$ cat src/common/mem_params.svh
`ifndef MEM_PARAMS_SVH
`define MEM_PARAMS_SVH

`default_nettype none

// Memory geometry shared by the RAM, the arbiter and the fill engine
`define MEM_DATA_W  32          // Word width, four byte lanes
`define MEM_ADDR_W  10          // Word address width
`define MEM_DEPTH   1024        // Number of words
`define MEM_SEL_W   4           // One select bit per byte lane

`default_nettype wire

`endif

$ cat src/common/wb_pkg.sv
`default_nettype none

package wb_pkg;

    // Port A arbiter FSM
    typedef enum logic [1:0] {
        arb_idle   = 2'd0,      // No access in flight
        arb_access = 2'd1,      // RAM port A enabled for the granted master
        arb_ack    = 2'd2       // Read data valid and ack to the granted master
    } arb_state_e;

    // Granted master, the host is 0 and the fill engine is 1
    typedef logic master_idx_t;

endpackage

`default_nettype wire

$ cat src/logic/wb_arbiter.sv
`timescale 1ns/1ps
`include "mem_params.svh"
`default_nettype none

module wb_arbiter (
    input  logic                   clka,
    input  logic                   rsta,
    // Master 0, the host
    input  logic                   m0_cyc,
    input  logic                   m0_stb,
    input  logic                   m0_we,
    input  logic [`MEM_ADDR_W-1:0] m0_adr,
    input  logic [`MEM_SEL_W-1:0]  m0_sel,
    input  logic [`MEM_DATA_W-1:0] m0_dat_w,
    output logic [`MEM_DATA_W-1:0] m0_dat_r,
    output logic                   m0_ack,
    // Master 1, the fill engine
    input  logic                   m1_cyc,
    input  logic                   m1_stb,
    input  logic                   m1_we,
    input  logic [`MEM_ADDR_W-1:0] m1_adr,
    input  logic [`MEM_SEL_W-1:0]  m1_sel,
    input  logic [`MEM_DATA_W-1:0] m1_dat_w,
    output logic [`MEM_DATA_W-1:0] m1_dat_r,
    output logic                   m1_ack,
    // RAM port A
    output logic                   ram_a_en,
    output logic                   ram_a_we,
    output logic [`MEM_SEL_W-1:0]  ram_a_sel,
    output logic [`MEM_ADDR_W-1:0] ram_a_adr,
    output logic [`MEM_DATA_W-1:0] ram_a_dat_w,
    input  logic [`MEM_DATA_W-1:0] ram_a_dat_r
);

    import wb_pkg::*;

    arb_state_e  state;            // Arbiter FSM
    master_idx_t last_grant;       // Owner of the current or most recent access
    master_idx_t pick;             // Winner of this cycle's arbitration
    logic        grant_now;        // A new access starts next cycle
    logic        req0;
    logic        req1;

    assign req0 = m0_cyc & m0_stb; // Classic cycle request
    assign req1 = m1_cyc & m1_stb;

    always_comb begin
        grant_now = 1'b0;
        pick      = last_grant;
        case (state)
            arb_idle: begin
                grant_now = req0 | req1;
                if (req0 && req1)
                    pick = ~last_grant;          // Round-robin on a tie
                else if (req1)
                    pick = master_idx_t'(1);
                else
                    pick = master_idx_t'(0);
            end
            arb_ack: begin
                // The owner still holds stb this cycle, so only the other master may
                // follow straight on without a pass through idle
                if (last_grant == master_idx_t'(0)) begin
                    grant_now = req1;
                    pick      = master_idx_t'(1);
                end else begin
                    grant_now = req0;
                    pick      = master_idx_t'(0);
                end
            end
            default: begin
                grant_now = 1'b0;                // Access in flight
            end
        endcase
    end

    always_ff @(posedge clka) begin
        if (rsta) begin
            state      <= arb_idle;
            last_grant <= master_idx_t'(1);      // Host wins the first tie
        end else begin
            case (state)
                arb_idle:   state <= grant_now ? arb_access : arb_idle;
                arb_access: state <= arb_ack;
                arb_ack:    state <= grant_now ? arb_access : arb_idle;
                default:    state <= arb_idle;
            endcase
            if (grant_now)
                last_grant <= pick;
        end
    end

    // Request latched into port A for the access cycle
    always_ff @(posedge clka) begin
        if (grant_now) begin
            ram_a_we    <= (pick == master_idx_t'(1)) ? m1_we    : m0_we;
            ram_a_sel   <= (pick == master_idx_t'(1)) ? m1_sel   : m0_sel;
            ram_a_adr   <= (pick == master_idx_t'(1)) ? m1_adr   : m0_adr;
            ram_a_dat_w <= (pick == master_idx_t'(1)) ? m1_dat_w : m0_dat_w;
        end
    end

    assign ram_a_en = (state == arb_access);                             // One cycle per grant

    assign m0_ack   = (state == arb_ack) && (last_grant == master_idx_t'(0));
    assign m1_ack   = (state == arb_ack) && (last_grant == master_idx_t'(1));
    assign m0_dat_r = (last_grant == master_idx_t'(0)) ? ram_a_dat_r : '0; // Owner only
    assign m1_dat_r = (last_grant == master_idx_t'(1)) ? ram_a_dat_r : '0;

endmodule

`default_nettype wire

$ cat config.mk
export PLATFORM = sky130hd
export DESIGN_NAME = wb_arbiter
export DESIGN_NICKNAME = d
export VERILOG_FILES = /design/src/common/wb_pkg.sv /design/src/logic/wb_arbiter.sv
export VERILOG_INCLUDE_DIRS = /design/src /design/src/common
export SDC_FILE = /design/constraint.sdc
export NUM_CORES = 1
export LEC_CHECK = 0
export ABC_AREA = 1
export BUFFER_PORTS_ARGS = -buffer_cell sky130_fd_sc_hd__buf_2
export CAP_MARGIN = 40
export CELL_PAD_IN_SITES_DETAIL_PLACEMENT = 0
export CELL_PAD_IN_SITES_GLOBAL_PLACEMENT = 1
export CORE_MARGIN = 1.5
export CORE_UTILIZATION = 27
export DETAILED_ROUTE_END_ITERATION = 8
export GPL_TIMING_DRIVEN = 0
export HOLD_SLACK_MARGIN = 0.08
export PLACE_DENSITY_LB_ADDON = 0.1
export REMOVE_ABC_BUFFERS = 1
export SLEW_MARGIN = 10
export SYNTH_ARGS = -nofsm -noshare
export SYNTH_HDL_FRONTEND = slang
export SYNTH_SLANG_ARGS = --single-unit
export TNS_END_PERCENT = 50
$ cat constraint.sdc
create_clock -name clka -period 3.1 [get_ports clka]
set_input_delay 0 -clock clka [delete_from_list [all_inputs] [get_ports clka]]
set_output_delay 0 -clock clka [all_outputs]
set_load 0.02 [all_outputs]
After elaboration in Yosys (flattened, before gate mapping):

Index checks and enable logic that the tools add are counted.

* $add $sub $neg: 0
* multipliers: 0
* div/mod/pow operators: 0
* $lt $le $gt $ge: 0
* eq/ne operators: 2
* shifts and indexed selects: 0
* muxes and demuxes: 14
* bitwise gates (word level): 4
* reduce and logical (&&, ||, !) cells: 5

Operators with widths (count)
* 2-to-1 mux 32 bit: 3
* 2-to-1 mux 10 bit: 1
* 2-to-1 mux 1 bit: 6
* 2-to-1 mux 4 bit: 1
* one-hot mux 1 bit (2 select lines): 2
* one-hot mux 2 bit (2 select lines): 1
* logical AND 1 bit: 3
* bitwise AND 1 bit: 2
* == test 2 x 1 -> 1 bit, second input constant: 1
* == test 2 bit, second input constant: 1
* logical NOT 2 bit: 1
* OR reduction 2 bit: 1
* inverter 1 bit: 1
* OR 1 bit: 1

* flip-flop bits (word level): 50
* bits in latches: 0
* RAM bits: 0
* ROM bits: 0
* input bits: 132
* output and inout port bits: 114
* word-level logic and storage cells: 31
* memories: 0

Logic depth before layout (Yosys ltp):

* word-level depth: 5
* depth in mapped cells: 8
* gate-level depth less buffers: 6

Worst setup path after synthesis:

OpenSTA, ideal clock, no wires.

* path kind: flip-flop to flip-flop
* start point: reg state[1]
* end point: reg ram_a_adr[0], enable pin
* library setup time: 0.406 ns
* data arrival time: 1.667 ns
* required time: 2.694 ns
* path slack: 1.027 ns
* stages on the path, launching flop included: 5
* path buffers: 0
* clock period less this slack: 2.073 ns
* path through: dfxtp_1 -> inv_2 -> nor2_2 -> nand3_1 -> nand2_1

* cells in the longest elaborated chain, start to end: 2
* elaborated cells between the ends (all ways): 3
* those cells by class: 1 x eq/ne; 1 x mux; 1 x reduce/logical

RTL lines
* from (decl): line wb_arbiter.sv:37 `arb_state_e state;`
* from (signal assigned): line wb_arbiter.sv:79 `state <= arb_idle;`
* from (signal assigned): line wb_arbiter.sv:83 `arb_idle: state <= grant_now ? arb_access : arb_idle;`
* from (signal assigned): line wb_arbiter.sv:84 `arb_access: state <= arb_ack;`
* == test 2 bit / logical NOT 2 bit (equally long branches): line wb_arbiter.sv:50 `case (state)`
* one-hot mux 1 bit (2 select lines) *: line wb_arbiter.sv:50
* net grant_now: line wb_arbiter.sv:40 `logic grant_now;`
* to (signal assigned): line wb_arbiter.sv:98 `ram_a_adr <= (pick == master_idx_t'(1)) ? m1_adr : m0_adr;`
* to (decl): line wb_arbiter.sv:30 `` output logic [`MEM_ADDR_W-1:0] ram_a_adr, ``

The timed path passes the listed nets; every way through them passes the cells marked *.
A chain may end at the register's enable or synchronous reset.

==> metrics.yaml <==
outcome:
  status: "finished, final reports clean"
synthesis:
  yosysTopAreaCell: "edfxtp_1"
  netlist_top_cells_area: "edfxtp_1, nand2_1, nand4_1"
  yosys_warnings: 0
  yosysSeqAreaShare_pct: 51.3
  synth_top_area_share_pct: 49.2
  ys_types: 16
  synthCells: 375
  avgSynthCellArea_um2: 7.64
  ys_ff_latch: 50
  synth_area_um2: 2870
critical_path:
  cp_top_family: "buffers and inverters"
  slowest_stage: "dfxtp_4"
  path_class: "reg2reg"
  crit_path_start_kind: "register"
  worst-path-buf-inv: 3
  critPathCaptureType: "register"
  critPathRequiredTime_ps: 3160
  crit_chain: "nand3_1 -> nand3_2 -> buf_12 -> nand3_4 -> buf_12 -> nand2_1 -> nand2_1 -> dlygate4sd3_1"
  critPathMaxFanout: 34
  crit_path_max_incr_delay_ps: 590
  arrival_ps: 2790
detailed_routing:
  route.detailed.drc: 0
  drt_iter0_drc: 190
  firstDrtPassIters: 4
  wl_mm: 10.8
  vias: 3666
  post_drt_via_cell_ratio: 4.37
  drtAntennaViolNets: 0
  wl_per_cell_um: 12.8
hold_path:
  hp-class: "in2reg"
layout:
  nFillCells: 1037
  fin_util_pct: 51.5
  nets: 833
  multi_input_area_um2: 1010
  antenna_cells: 0
  drive_above_1_share_pct: 37.9
  regArea_um2: 1480
  syn2layout_area_growth_pct: 85.5
pwr:
  clkPwrFrac_pct: 18.0
  power_density_nw_per_um2: 399
  p_leak_nw: 3.03
  p_comb_share_pct: 40.5
  power_mw: 2.12
  swShare_pct: 35.0
  p_int_mw: 1.38
  switching_power_mw: 0.742
  peakVddDrop_v: 0.000165
  p_seq_share_pct: 41.5
clock_tree:
  cts-root-buf: "clkbuf_8"
  clk_latency_ps: 300
  clkTransAtPathRegs_ps: 100
  clockBufferDepth: 2
  cts_sinks: 50
  cts_max_level: 2
  cts_tree: "yes"
  cts_buffers: 5
timing:
  fin_setup_tns_ps: 0
  holdWs_ps: 141
  max_freq_mhz: 367
  skew_ps: 9.76
  worst_pin_slew_ps: 568
  slew_headroom_pct: 62.0
  min_period_over_period_pct: 88.0
  slew_viol_final: 0
  finalSetupViolCount: 0
  period_needed_ps: 2730
  hold_viol: 0
  rsz0062_at_grt: "false"
global_route:
  use_met2_pct: 35.6
  grt_overflow: 0
  grt_pass1_wl_mm: 16.7
  antenna_found_initial: 0
  use_met1_pct: 20.0
  top_usage_layer: "met2"
  grt_pass1_vias: 3605
  met3_usage_pct: 4.17
  grt_max_degree: 37
  grtUsageTotal_pct: 18.5
die:
  top_level_ports: 246
  row_count: 37
  die-area_um2: 11200
  floorplan.core_area_um2: 10300
  initial_utilization_pct: 27.8
  die_w_um: 106
  die_y_um: 106
flow_run:
  maxCapViolations: 0
place:
  gp_congestion: 0.753
  hpwl_mm: 7.39
  port_buffers: 245
[cells by family (layout without fill, tap and decap cells)]
family                 count (synthesis)  count (layout)  share of synthesized area [%]
flip-flops                            50              50                           51.3
buffers and inverters                 97             424                           14.0
AO/OA/AOI/OAI                          1               1                          0.174
AND/OR/NAND/NOR                      227             227                           34.5
[worst paths after layout]
kind | startpoint | endpoint | slack [ps] | cells after the start
hold reg to reg | state[1] | state[1] | 500 | 1
setup / recovery | register | ram_a_dat_w[8] | 370 | 8
hold / removal | m0_stb | state[0] | 140 | 5
setup reg to reg | register | ram_a_dat_w[8] | 370 | 8
[placed cells by master, fill, tap and decap left out]
cell	Yosys	layout
nand4_1	47	47
dfxtp_4	0	1
buf_16	0	2
nand3_1	5	4
nand2_1	136	134
nor2_1	34	34
dfxtp_1	3	2
nor3_1	2	2
dlygate4sd3_1	0	95
clkinvlp_4	0	1
inv_1	68	68
nor2_2	1	1
clkbuf_8	0	5
buf_12	0	4
clkbuf_1	10	2
buf_2	11	245
nand2_2	1	3
nand3_4	0	1
nand3_2	1	1
a21oi_1	1	1
edfxtp_1	47	47
inv_2	2	2
[repair_timing]
item | in CTS | in global routing
setup buffers | 0 | 0
endpoints found under the hold margin | 50 | 0
endpoints found under the setup margin | 0 | 20
resized for setup | 0 | 2
hold buffers | 95 | 0
[registers in the layout, indices dropped and copies added (netlist names), named ones only]
register,count
ram_a_sel,4
ram_a_dat_w,32
ram_a_we,1
ram_a_adr,10
state,2
[metal layers]
| metal | routed length, um | part of all wire [%] |
|---|---|---|
| met2 | 5600 | 52 |
| met4 | 136 | 1.3 |
| met3 | 927 | 8.6 |
| met5 | 0 | 0 |
| met1 | 4090 | 38 |
[power by group through the flow]
stage          Clock, mW  Combinational [mW]  Sequential (mW)
2_1_floorplan          0               0.305             1.00
3_3_place_gp           0               0.689            0.909
3_5_place_dp           0               0.728            0.897
4_1_cts            0.397               0.862            0.882
5_1_grt            0.420               0.936            0.891
6_report           0.382               0.859            0.882
[area by class of cell]
type                    instances  area share [%]
clock buffers                   7            1.44
inverters                      70            4.94
well taps                     136            3.20
multi-input cells             228            19.0
repair buffers                346            43.5
flip-flops and latches         50            27.7
clock inverters                 1           0.141
[worst min-delay path, delay by kind of cell]
family | cells | cell delay (ps)
AO/OA/AOI/OAI | 1 | 80
buffers and inverters | 1 | 100
AND/OR/NAND/NOR | 3 | 220
[per-stage QoR]
step                      cell area [um2]  std cells  setup slack, ps
final                                5320        838              372
after CTS                            5310        838             11.7
after global routing                 5320        838              179
after detailed placement             4270        735              547
after floorplan                      2730        348             -777
after global placement               4130        729            -2760
[Yosys cell counts (all sizes together)]
cell	count
a21oi	1
clkbuf	10
nor3	2
nor2	35
inv	70
dfxtp	3
nand4	47
buf	17
nand2	137
nand3	6
edfxtp	47
(Power assumes the default switching activity.)
