## src/common/mem_params.svh

```systemverilog
`ifndef MEM_PARAMS_SVH
`define MEM_PARAMS_SVH

`default_nettype none

// Memory geometry shared by the RAM, the arbiter and the fill engine
`define MEM_DATA_W  32          // Word width, four byte lanes
`define MEM_ADDR_W  10          // Word address width
`define MEM_DEPTH   1024        // Number of words
`define MEM_SEL_W   4           // One select bit per byte lane

`default_nettype wire

`endif

```

## src/common/fill_pkg.sv

```systemverilog
`default_nettype none

package fill_pkg;

    // Command opcodes
    typedef enum logic {
        op_fill = 1'b0,         // Write pattern plus offset over a range
        op_sum  = 1'b1          // Add up a range through port B
    } fill_op_e;

    // Engine FSM
    typedef enum logic [1:0] {
        fs_idle  = 2'd0,        // Ready for a command
        fs_write = 2'd1,        // Wishbone writes in progress
        fs_sum   = 2'd2,        // Port B reads and accumulation
        fs_done  = 2'd3         // One-cycle completion pulse
    } fill_state_e;

endpackage

`default_nettype wire

```

## src/logic/fill_engine.sv

```systemverilog
`timescale 1ns/1ps
`include "mem_params.svh"
`default_nettype none

module fill_engine (
    input  logic                   clka,
    input  logic                   rsta,
    // Command and status
    input  logic                   cmd_valid,
    input  fill_pkg::fill_op_e     cmd_op,
    input  logic [`MEM_ADDR_W-1:0] cmd_base,
    input  logic [`MEM_ADDR_W:0]   cmd_len,      // 1 to MEM_DEPTH words
    input  logic [`MEM_DATA_W-1:0] cmd_pattern,
    output logic                   cmd_ready,
    output logic                   busy,
    output logic                   done,
    output logic [`MEM_DATA_W-1:0] sum_out,
    // Wishbone master, writes only
    output logic                   eng_cyc,
    output logic                   eng_stb,
    output logic                   eng_we,
    output logic [`MEM_ADDR_W-1:0] eng_adr,
    output logic [`MEM_SEL_W-1:0]  eng_sel,
    output logic [`MEM_DATA_W-1:0] eng_dat_w,
    input  logic                   eng_ack,
    // RAM port B, reads only
    output logic                   ram_b_en,
    output logic                   ram_b_we,
    output logic [`MEM_SEL_W-1:0]  ram_b_sel,
    output logic [`MEM_ADDR_W-1:0] ram_b_adr,
    output logic [`MEM_DATA_W-1:0] ram_b_dat_w,
    input  logic [`MEM_DATA_W-1:0] ram_b_dat_r
);

    import fill_pkg::*;

    fill_state_e            state;     // Engine FSM
    logic [`MEM_ADDR_W:0]   cnt;       // Words written or reads issued
    logic [`MEM_ADDR_W:0]   cnt_nxt;
    logic                   rd_vld;    // Port B data returns this cycle
    logic [`MEM_DATA_W-1:0] acc;       // Running sum
    logic                   accept;    // Command handshake
    logic [`MEM_ADDR_W-1:0] cur_adr;   // Base plus word offset, wraps at depth
    logic [`MEM_ADDR_W-1:0] base_r;    // Latched command fields
    logic [`MEM_ADDR_W:0]   len_r;
    logic [`MEM_DATA_W-1:0] pattern_r;

    assign cmd_ready = (state == fs_idle);
    assign busy      = (state != fs_idle);
    assign done      = (state == fs_done);
    assign sum_out   = acc;              // Holds until the next accepted command
    assign accept    = cmd_valid & cmd_ready;
    assign cnt_nxt   = cnt + 1'b1;
    assign cur_adr   = base_r + cnt[`MEM_ADDR_W-1:0];

    // Write request stays stable until its ack since cnt only moves on ack
    assign eng_cyc   = (state == fs_write);
    assign eng_stb   = eng_cyc;
    assign eng_we    = eng_cyc;
    assign eng_sel   = '1;               // Full words
    assign eng_adr   = cur_adr;
    assign eng_dat_w = pattern_r + {{(`MEM_DATA_W-`MEM_ADDR_W-1){1'b0}}, cnt};

    // One read per cycle until every word of the range is issued
    assign ram_b_en    = (state == fs_sum) && (cnt != len_r);
    assign ram_b_adr   = cur_adr;
    assign ram_b_we    = 1'b0;           // Port B write side unused
    assign ram_b_sel   = '0;
    assign ram_b_dat_w = '0;

    always_ff @(posedge clka) begin
        if (rsta) begin
            state  <= fs_idle;
            cnt    <= '0;
            rd_vld <= 1'b0;
            acc    <= '0;
        end else begin
            rd_vld <= ram_b_en;          // RAM read latency of one
            case (state)
                fs_idle: begin
                    if (accept) begin
                        cnt   <= '0;
                        acc   <= '0;
                        state <= (cmd_op == op_sum) ? fs_sum : fs_write;
                    end
                end
                fs_write: begin
                    if (eng_ack) begin
                        cnt <= cnt_nxt;
                        if (cnt_nxt == len_r)
                            state <= fs_done;    // Last write acknowledged
                    end
                end
                fs_sum: begin
                    if (ram_b_en)
                        cnt <= cnt_nxt;
                    if (rd_vld)
                        acc <= acc + ram_b_dat_r; // Wrapping 32-bit sum
                    if (cnt == len_r)
                        state <= fs_done;        // Last word added this cycle
                end
                fs_done: begin
                    state <= fs_idle;
                end
            endcase
        end
    end

    always_ff @(posedge clka) begin
        if (accept) begin
            base_r    <= cmd_base;
            len_r     <= cmd_len;
            pattern_r <= cmd_pattern;
        end
    end

endmodule

`default_nettype wire

```

## config.mk

```make
export PLATFORM = sky130hd
export DESIGN_NAME = fill_engine
export DESIGN_NICKNAME = d
export VERILOG_FILES = /design/src/common/fill_pkg.sv /design/src/logic/fill_engine.sv
export VERILOG_INCLUDE_DIRS = /design/src /design/src/common
export SDC_FILE = /design/constraint.sdc
export NUM_CORES = 1
export LEC_CHECK = 0
export BUFFER_PORTS_ARGS = -buffer_cell sky130_fd_sc_hd__buf_2
export CAP_MARGIN = 40
export CORE_ASPECT_RATIO = 1.2
export CORE_MARGIN = 2
export CORE_UTILIZATION = 35
export CTS_BUF_LIST = sky130_fd_sc_hd__clkbuf_16
export CTS_CLUSTER_DIAMETER = 40
export DETAILED_ROUTE_END_ITERATION = 10
export GPL_ROUTABILITY_DRIVEN = 0
export GPL_TIMING_DRIVEN = 0
export SYNTH_ARGS = -nofsm -noshare
export SYNTH_HDL_FRONTEND = slang
export SYNTH_SLANG_ARGS = --single-unit
```

## constraint.sdc

```tcl
create_clock -name clka -period 4.14 [get_ports clka]
set_input_delay 0.621 -clock clka [delete_from_list [all_inputs] [get_ports clka]]
set_output_delay 0.621 -clock clka [all_outputs]
set_load 0.03 [all_outputs]
```

# Word level (Yosys, flattened, before mapping)
# Cells that the tools add are included.
# totals
inputBits	90
regBits	99
out_inout_bits	132
# op_classes
addsub	4
bitwise	1
n_eq_ne	12
mux	13
reduce_logical	8
# op_table
cell	n
$mux 32	2
$pmux 32 s2	1
$mux 11	3
$pmux 11 s3	1
$add 32x11->32	1
$add 32x32->32	1
$eq 11x11->1	2
$add 11x1->11 const B	1
$ne 11x11->1	1
$add 10x10->10	1
$mux 2	5
$ne 2x1->1 const B	4
$pmux 2 s4	1
$reduce_and 4->1	2
$eq 2x2->1 const B	2
$ne 2x2->1 const B	2
$reduce_bool 2->1	2
$reduce_and 3->1	1
$reduce_bool 3->1	1
$eq 2x1->1 const B	1
$logic_not 2->1	1
$and 1x1->1	1
$logic_and 1x1->1	1

# Depth between registers and ports, before layout
# Gate-level depths: netlist of run 1.
# logic_depth
depth_word	5
mapped_depth	11
depth_no_buf	11

# Worst setup path before layout of run 1
# OpenSTA, ideal clock, no wires.
# synth_path
path_kind	reg2out
start	reg cnt[0]
end	out eng_dat_w[30]
setup_slack_ps	908
stages_incl_launch_ff	12
t_arrival_ps	2611
path_buffers	0
required_ps	3519
cell_sequence	dfxtp_1 ha_1 inv_1 fa_1 nor2b_1 o21ai_0 a21oi_1 o21a_1 o21a_1 a31o_2 nand4_1 xnor2_1
# synth_via
elab_chain_len	1
# synth_lines
item	line_no	source
start, declared	fill_engine.sv:38	logic [`MEM_ADDR_W:0] cnt;
start signal, assigned	fill_engine.sv:89	cnt <= cnt_nxt;
start signal, assigned	fill_engine.sv:96	cnt <= cnt_nxt;
$add 32x11->32	fill_engine.sv:62	assign eng_dat_w = pattern_r + {{(`MEM_DATA_W-`MEM_ADDR_W-1){1'b0}}, cnt};
end, declared	fill_engine.sv:24	output logic [`MEM_DATA_W-1:0] eng_dat_w,
# Every way passes these cells.

# Final worst setup path of run 1
# layout_path
start	reg cnt[1]
end	out eng_dat_w[27]
# Same word-level chain as after synthesis.

==> metrics, run 1 <==
Fin Clk Skew 0.00981 ns; Slew HR 59.4%; number of flops mapped to enable cells by yosys 53; YS warnings 0; cell with the most instances after synthesis ha_1; setup TNS 0 ns; fin crit share 92.5%; RSZ-0062 raised after global routing false; GR Util All Layers 16.9%; status finished clean; Die H 158 µm; CP required 3.52 ns; CTS root buf clkbuf_16; drt via density 4.76; worst slew pin tran 0.601 ns; clock-pin transition on the worst setup and hold timing paths 0.08 ns; number of fill cells 1995; CTS Sinks 99; top_reg_cell synth edfxtp_1; Final nets 1119; postcts setup bufs 0; DP Wirelength 14300 µm; Setup crit start kind flip-flop; crit-path max FO 8; largest net degree at the start of global routing 33; final setup vio count 0; Final min period 3.83 ns; WS Path Type reg -> out; I/O pin count 222; Synth top area share 23.0%; Syn Area/Cell 9.37 µm²; global-route wire length before repair 28000 µm; First-pass DRT Iterations 4; vias in the first global route 5618; row count 56; Post-synth ARST share 0%; final WL 17700 µm; # hold bufs at CTS 0; Fin Hold WS 0.434 ns; Max-cap violations 0; share of cells above drive strength 1 29.0%; Detail Route Antenna Nets 0; Post-Synthesis Cells 739; drt wl/cell 14.3 µm; top cells by count, synth ha_1, nor2_1, xnor2_1; Syn Std Cell Area 0.00692 mm²; area grow syn2layout 24.6%; H-tree depth 3; final hold vios 0; Core Util, Final 44.3%; CTS tree yes; initial core utilization 35.5%; Core Region 0.0195 mm²; initial DRC count 201; Critical Path End Type primary output; Clk Latency, worst-skew pair 0.36 ns; post-cts sizing count 0; Synth cell types 75; Clock Tree Buf Depth 2; fin. max-slew vios 0; Crit path arrival time 3.21 ns; Remaining DRCs 0; top cell type by total area after synthesis edfxtp_1; Die Width 132 µm; leakage power 3.94 nW; worst min path class in -> reg; Max VDD drop 0.251 mV; Yosys reg bits 99; fmax 261 MHz; TritonCTS Buffers 9; I/O Buffers 180; Die ar. 0.0209 mm²; Vias 5884; initial antenna violation count 3; GRT overflow 0; top post-synthesis cells by area edfxtp_1, dfxtp_1, ha_1; post-synthesis sequential area ratio 36.3%; pwr dens 435 mW/mm²
==> state kept, by name (all words and copies together), names as in the netlist <==
signal and cells:
base_r 10, cnt 11, len_r 11, pattern_r 32, rd_vld 1, state 2, sum_out 32
==> routing by layer <==
metal	GRT usage (%)	share of wire, %	vias to the layer above
li1	-	-	3032
met4	4.76	1.4	4
met5	0	0.15	-
met2	31.1	50	168
met1	19.3	42	2660
met3	4.32	6.5	20
==> power breakdown <==
| group | internal [mW] | leakage [nW] | switching (mW) |
|---|---|---|---|
| clock network | 0.479 | 0.151 | 0.416 |
| logic | 0.518 | 2.91 | 1.03 |
| registers | 1.22 | 0.878 | 0.0982 |
==> kinds of logic after synthesis <==
family | after synthesis | share of synthesized area (%)
AO/OA/AOI/OAI | 188 | 18.5
XOR/XNOR | 79 | 10.3
adder cells (fa/ha/maj) | 59 | 11.0
buffers and inverters | 102 | 8.57
flip-flops | 99 | 36.3
multiplexers | 3 | 0.452
other | 2 | 0.108
AND/OR/NAND/NOR | 207 | 14.8
==> layout by cell type (no fill, tap or decap), types with 31 or more instances in the layout <==
| master | synthesis | routed |
|---|---|---|
| a21oi_1 | 50 | 50 |
| buf_2 | 3 | 183 |
| buf_4 | 53 | 53 |
| conb_1 | 2 | 41 |
| dfxtp_1 | 46 | 46 |
| edfxtp_1 | 53 | 53 |
| ha_1 | 56 | 56 |
| nand2_1 | 53 | 53 |
| nor2_1 | 55 | 55 |
| o21ai_0 | 31 | 31 |
| xnor2_1 | 54 | 54 |
==> cell type report <==
cell class | instances | area (µm²) | share of cell area (%)
clock buffer | 9 | 225 | 2.61
multi-input combinational | 577 | 3970 | 46.0
inverter | 29 | 109 | 1.26
antenna | 1 | 2.50 | 0.0290
timing repair buffer | 181 | 921 | 10.7
tap | 261 | 327 | 3.78
sequential | 99 | 2510 | 29.1
clock inverter | 7 | 82.6 | 0.957
buffer | 73 | 484 | 5.61
==> worst max-delay path, stage by stage, from the launching register on <==
cell,delay (ns)
dfxtp_1,0.54
ha_1,0.30
a21o_1,0.20
a21oi_2,0.17
o21ai_1,0.11
a2111oi_2,0.46
nor3_1,0.16
a41o_1,0.26
buf_2,0.18
nand3_1,0.11
xnor2_1,0.13
buf_2,0.23
==> stage by stage <==
step / cells / power (mW) / setup slack (ns) / cell area [µm²]
3_5_place_dp: 1220 / 2.90 / 0.638 / 8320
5_1_grt: 1236 / 3.99 / 0.0138 / 8630
4_1_cts: 1236 / 3.82 / 0.232 / 8630
2_1_floorplan: 778 / 2.48 / 0.908 / 7070
6_report: 1237 / 3.75 / 0.310 / 8630
3_3_place_gp: 1219 / 2.89 / 0.655 / 8300
==> path summary, 6_finish.rpt <==
| kind | from | endpoint | slack, ns | depth (start not counted) |
|---|---|---|---|---|
| worst max-delay path | cnt[1]$_SDFFE_PP0P_ | eng_dat_w[27] | 0.31 | 11 |
| worst min-delay path | cmd_len[7] | len_r[7]$_DFFE_PP_ | 0.43 | 1 |
| worst max register to register | sum_out[0]$_SDFFE_PP0P_ | sum_out[18]$_SDFFE_PP0P_ | 1.28 | 11 |
| worst min register to register | sum_out[24]$_SDFFE_PP0P_ | sum_out[24]$_SDFFE_PP0P_ | 0.46 | 2 |
Power figures use the tool's default switching activity.
==> inputs of run 2 (changes only) <==
CELL_PAD_IN_SITES_DETAIL_PLACEMENT = 1   (was not set)
CELL_PAD_IN_SITES_GLOBAL_PLACEMENT = 2   (was not set)
CORE_UTILIZATION = 33   (was 35)
PLACE_DENSITY_LB_ADDON = 0.1   (was not set)
==> metrics, run 2 (synthesis gave the netlist of run 1 again) <==
status finished clean; setup TNS 0 ns; Max VDD drop 0.234 mV; pwr dens 440 mW/mm²; GRT overflow 0; DP Wirelength 15800 µm; fin. max-slew vios 0; initial DRC count 177; drt wl/cell 15.9 µm; largest net degree at the start of global routing 31; r2r setup slk 1.29 ns; met3 wire len 886 µm; Clock Tree Buf Depth 2; Die ar. 0.0222 mm²; TritonCTS Buffers 9; global-route wire length before repair 30800 µm; r2r worst-path depth 11; share of cells above drive strength 1 28.6%; Pint 2.26 mW; WS Path Type reg -> out; met2 wire len 10400 µm; fmax 258 MHz; CP startpoint cnt[0]$_SDFFE_PP0P_; WP depth 12; I/O Buffers 180; Detail Route Antenna Nets 0; Vias 5993; postcts setup bufs 0; Final Power 3.80 mW; fin crit share 93.6%; delay-heaviest family, CP compound AO/OA/AOI/OAI gates; CTS tree yes; CP required 3.52 ns; row count 58; crit-path most repeated cell o21a_1; final WL 19900 µm; vias in the first global route 5929; Fin Clk Skew 0.00888 ns; hold_sp cmd_pattern[14]; First-pass DRT Iterations 6; worst slack, placed 0.560 ns; Switching Share 40.6%; Final nets 1119; sequential power share 34.7%; final hold vios 0; initial core utilization 33.4%; crit-path max FO 7; Critical Path, Cell by Cell ha_1 -> inv_1 -> fa_1 -> nor2b_1 -> o21ai_0 -> a21oi_1 -> o21a_1 -> o21a_1 -> a31o_2 -> nand3_1 -> xnor2_1 -> buf_2; Critical Path End Type primary output; clock-pin transition on the worst setup and hold timing paths 0.07 ns; Die H 163 µm; # hold bufs at CTS 0; Die Width 136 µm; Max-cap violations 0; most common cell after layout, fill and taps aside buf_2; worst slew pin tran 0.698 ns; Setup crit start kind flip-flop; Logic pwr share 41.4%; CP endpoint eng_dat_w[22]; CTS Sinks 99; Buf/Inv on CP 2; drt via density 4.81; I/O pin count 222; Core Region 0.0208 mm²; CTS root buf clkbuf_16; post-cts sizing count 0; slowest cell delay on critical path 0.52 ns; slowest CP cell dfxtp_1; Psw 1.54 mW; Final min period 3.87 ns; Clock power frac 23.9%; Critical R2R Capture sum_out[30]$_SDFFE_PP0P_; Slew HR 53.5%; GR Util All Layers 17.9%; number of fill cells 2518; initial antenna violation count 0; fin worst setup slack 0.265 ns; Highest Signal Layer met4; worst min path class in -> reg; Worst R2R Start sum_out[0]$_SDFFE_PP0P_; met1 wire length 8230 µm; final setup vio count 0; area grow syn2layout 24.8%; Crit path arrival time 3.25 ns; Remaining DRCs 0; H-tree depth 3; Clk Latency, worst-skew pair 0.36 ns; RSZ-0062 raised after global routing false; leakage power 3.95 nW; most frequent cells in the layout buf_2, ha_1, nor2_1
## run 2: cell types whose count changed in the layout (fill, tap and decap cells not counted), sizes merged
cell | previous run | this run
clkinv | 3 | 1
inv | 32 | 33
bufinv | 1 | 2
## run 2: worst min-delay path by stage
stage,end,slack [ns],cells past startpoint
after floorplan,state[0]$_SDFFE_PP0P_,0.51,2
after global placement,sum_out[24]$_SDFFE_PP0P_,0.46,2
after detailed placement,sum_out[24]$_SDFFE_PP0P_,0.46,2
after CTS,pattern_r[20]$_DFFE_PP_,0.42,1
after global routing,pattern_r[14]$_DFFE_PP_,0.42,1
final,pattern_r[14]$_DFFE_PP_,0.43,1
## run 2: power groups by stage
| stage | clock, mW | combinational (mW) | sequential, mW |
|---|---|---|---|
| after global placement | 0 | 1.56 | 1.35 |
| after CTS | 0.933 | 1.60 | 1.32 |
| after global routing | 0.970 | 1.73 | 1.34 |
| after detailed placement | 0 | 1.59 | 1.34 |
| final | 0.908 | 1.57 | 1.32 |
| after floorplan | 0 | 1.15 | 1.32 |
## run 2: layout make-up
type	instances	area, µm²	share of cell area [%]
sequential	99	2510	29.1
multi-input combinational	577	3970	45.9
timing repair buffer	181	921	10.7
buffer	73	484	5.61
tap	270	338	3.91
clock inverter	7	80.1	0.927
inverter	29	109	1.26
clock buffer	9	225	2.61
antenna	1	2.50	0.0290
## run 2: metal layers
layer	GRT usage [%]	vias to the layer above
met5	0	-
met4	4.97	0
met3	3.11	19
met2	33.0	126
met1	21.1	2821
li1	-	3027
## run 2: through the flow
| stage | util [%] | hold slack, ns | instances | area (µm²) |
|---|---|---|---|---|
| finish | 41.6 | 0.431 | 1246 | 8640 |
| global placement | 40.0 | 0.458 | 1228 | 8310 |
| global route | 41.6 | 0.423 | 1245 | 8640 |
| floorplan | - | 0.512 | 778 | 7070 |
| detailed placement | 40.1 | 0.463 | 1229 | 8330 |
| CTS | 41.6 | 0.424 | 1245 | 8640 |
## run 2: worst reg2reg max path, stage by stage (launching register included)
cell and delay, ns:
dfxtp_1 0.37, ha_1 0.18, inv_1 0.05, fa_1 0.37, nand2b_1 0.19, a21oi_1 0.29
o211ai_1 0.20, a21oi_1 0.36, nor2_1 0.14, o31ai_1 0.35, o31a_1 0.20, o21ai_1 0.06
==> inputs of run 3 (changes only) <==
CORE_UTILIZATION = 31   (was 33)
clock period = 4.4 ns   (was 4.14 ns; I/O delays follow)
==> metrics, run 3 (synthesis gave the netlist of run 1 again) <==
Area after DPL 0.00834 mm²; Final min period 3.94 ns; CTS Sinks 99; initial antenna violation count 2; Remaining DRCs 0; post-cts sizing count 0; crit-path max FO 7; share of cells above drive strength 1 28.9%; most common cell after layout, fill and taps aside buf_2; Final Power 3.62 mW; area grow syn2layout 25.1%; GRT met2 Usage 31.4%; worst slew pin tran 0.683 ns; drt wl/cell 16.2 µm; I/O Buffers 180; global-route wire length before repair 31900 µm; Max-cap violations 0; First-pass DRT Iterations 4; final setup vio count 0; drt via density 4.80; Fin Clk Skew 0.00922 ns; GRT overflow 0; initial core utilization 31.8%; Final nets 1119; cell area after layout 0.00866 mm²; fin. max-slew vios 0; Core Region 0.0218 mm²; final WL 20300 µm; clock-pin transition on the worst setup and hold timing paths 0.07 ns; pwr dens 417 mW/mm²; Die Width 140 µm; vias in the first global route 6199; Slew HR 54.5%; WS Path Type reg -> out; Clk Latency, worst-skew pair 0.36 ns; TritonCTS Buffers 9; Detail Route Antenna Nets 0; CTS tree yes; RSZ-0062 raised after global routing false; busiest grt layer met2; row count 59; worst min path class in -> reg; CP required 3.74 ns; Crit path arrival time 3.28 ns; Critical Path End Type primary output; initial DRC count 166; Max VDD drop 0.188 mV; final hold vios 0; Die H 168 µm; setup TNS 0 ns; Setup crit start kind flip-flop; # hold bufs at CTS 0; fmax 254 MHz; Vias 5998; met1 GRT Util 20.4%; CTS root buf clkbuf_16; I/O pin count 222; postcts setup bufs 0; fin crit share 89.6%; met3 Track Usage GR 3.89%; status finished clean; largest net degree at the start of global routing 29; Clock Tree Buf Depth 2; Die ar. 0.0236 mm²; H-tree depth 3; GR Util All Layers 17.2%; most frequent cells in the layout buf_2, ha_1, nor2_1; leakage power 3.94 nW; DP Wirelength 16200 µm
run 3: changes by cell type in the layout (fill, tap and decap cells not counted):
| cell | before | now |
|---|---|---|
| inv_1 | 32 | 29 |
| clkinvlp_4 | 0 | 2 |
| inv_8 | 0 | 2 |
| clkinv_2 | 1 | 0 |
run 3: final timing paths:
kind / startpoint / to / slack, ns / cells past startpoint
worst max register to register: sum_out[0]$_SDFFE_PP0P_ / sum_out[18]$_SDFFE_PP0P_ / 1.49 / 11
worst max-delay path: cnt[0]$_SDFFE_PP0P_ / eng_dat_w[28] / 0.46 / 12
worst min-delay path: cmd_base[0] / base_r[0]$_DFFE_PP_ / 0.47 / 1
worst min register to register: sum_out[27]$_SDFFE_PP0P_ / sum_out[27]$_SDFFE_PP0P_ / 0.47 / 2
run 3: metal layers:
layer | part of all wire [%] | routed length, µm | vias up
met5 | 0.059 | 12 | -
met4 | 1.1 | 230 | 2
met3 | 4.1 | 831 | 18
met2 | 52 | 10400 | 121
met1 | 43 | 8730 | 2839
li1 | - | - | 3018
run 3: worst max-delay path, stage by stage (launching register included):
cell	delay [ns]
dfxtp_1	0.50
ha_1	0.23
inv_1	0.06
fa_1	0.40
nor2b_1	0.13
o21ai_0	0.14
a21oi_1	0.26
o21a_1	0.19
o21a_1	0.21
a31o_2	0.28
nand4_1	0.14
xnor2_1	0.15
buf_2	0.23
run 3: stage by stage:
step	worst slack (ns)	utilization [%]	hold WS, ns	std cells
finish	0.458	39.8	0.470	1250
global route	0.189	39.8	0.449	1250
CTS	0.419	39.8	0.458	1249
detailed placement	0.819	38.3	0.465	1233
global placement	0.832	38.2	0.457	1232
floorplan	1.13	-	0.512	778
run 3: final cells by class:
class	instances	area, µm²
Tap cell	274	343
Clock inverter	7	101
Fill cell	2606	13100
Multi-Input combinational cell	577	3970
Antenna cell	1	2.50
Clock buffer	9	225
Buffer	73	484
Sequential cell	99	2510
Inverter	29	109
Timing Repair Buffer	181	921
run 3: power breakdown:
group / internal (mW) / total [mW] / switching [mW]
logic: 0.489 / 1.48 / 0.995
clock network: 0.505 / 0.898 / 0.393
registers: 1.14 / 1.24 / 0.0923
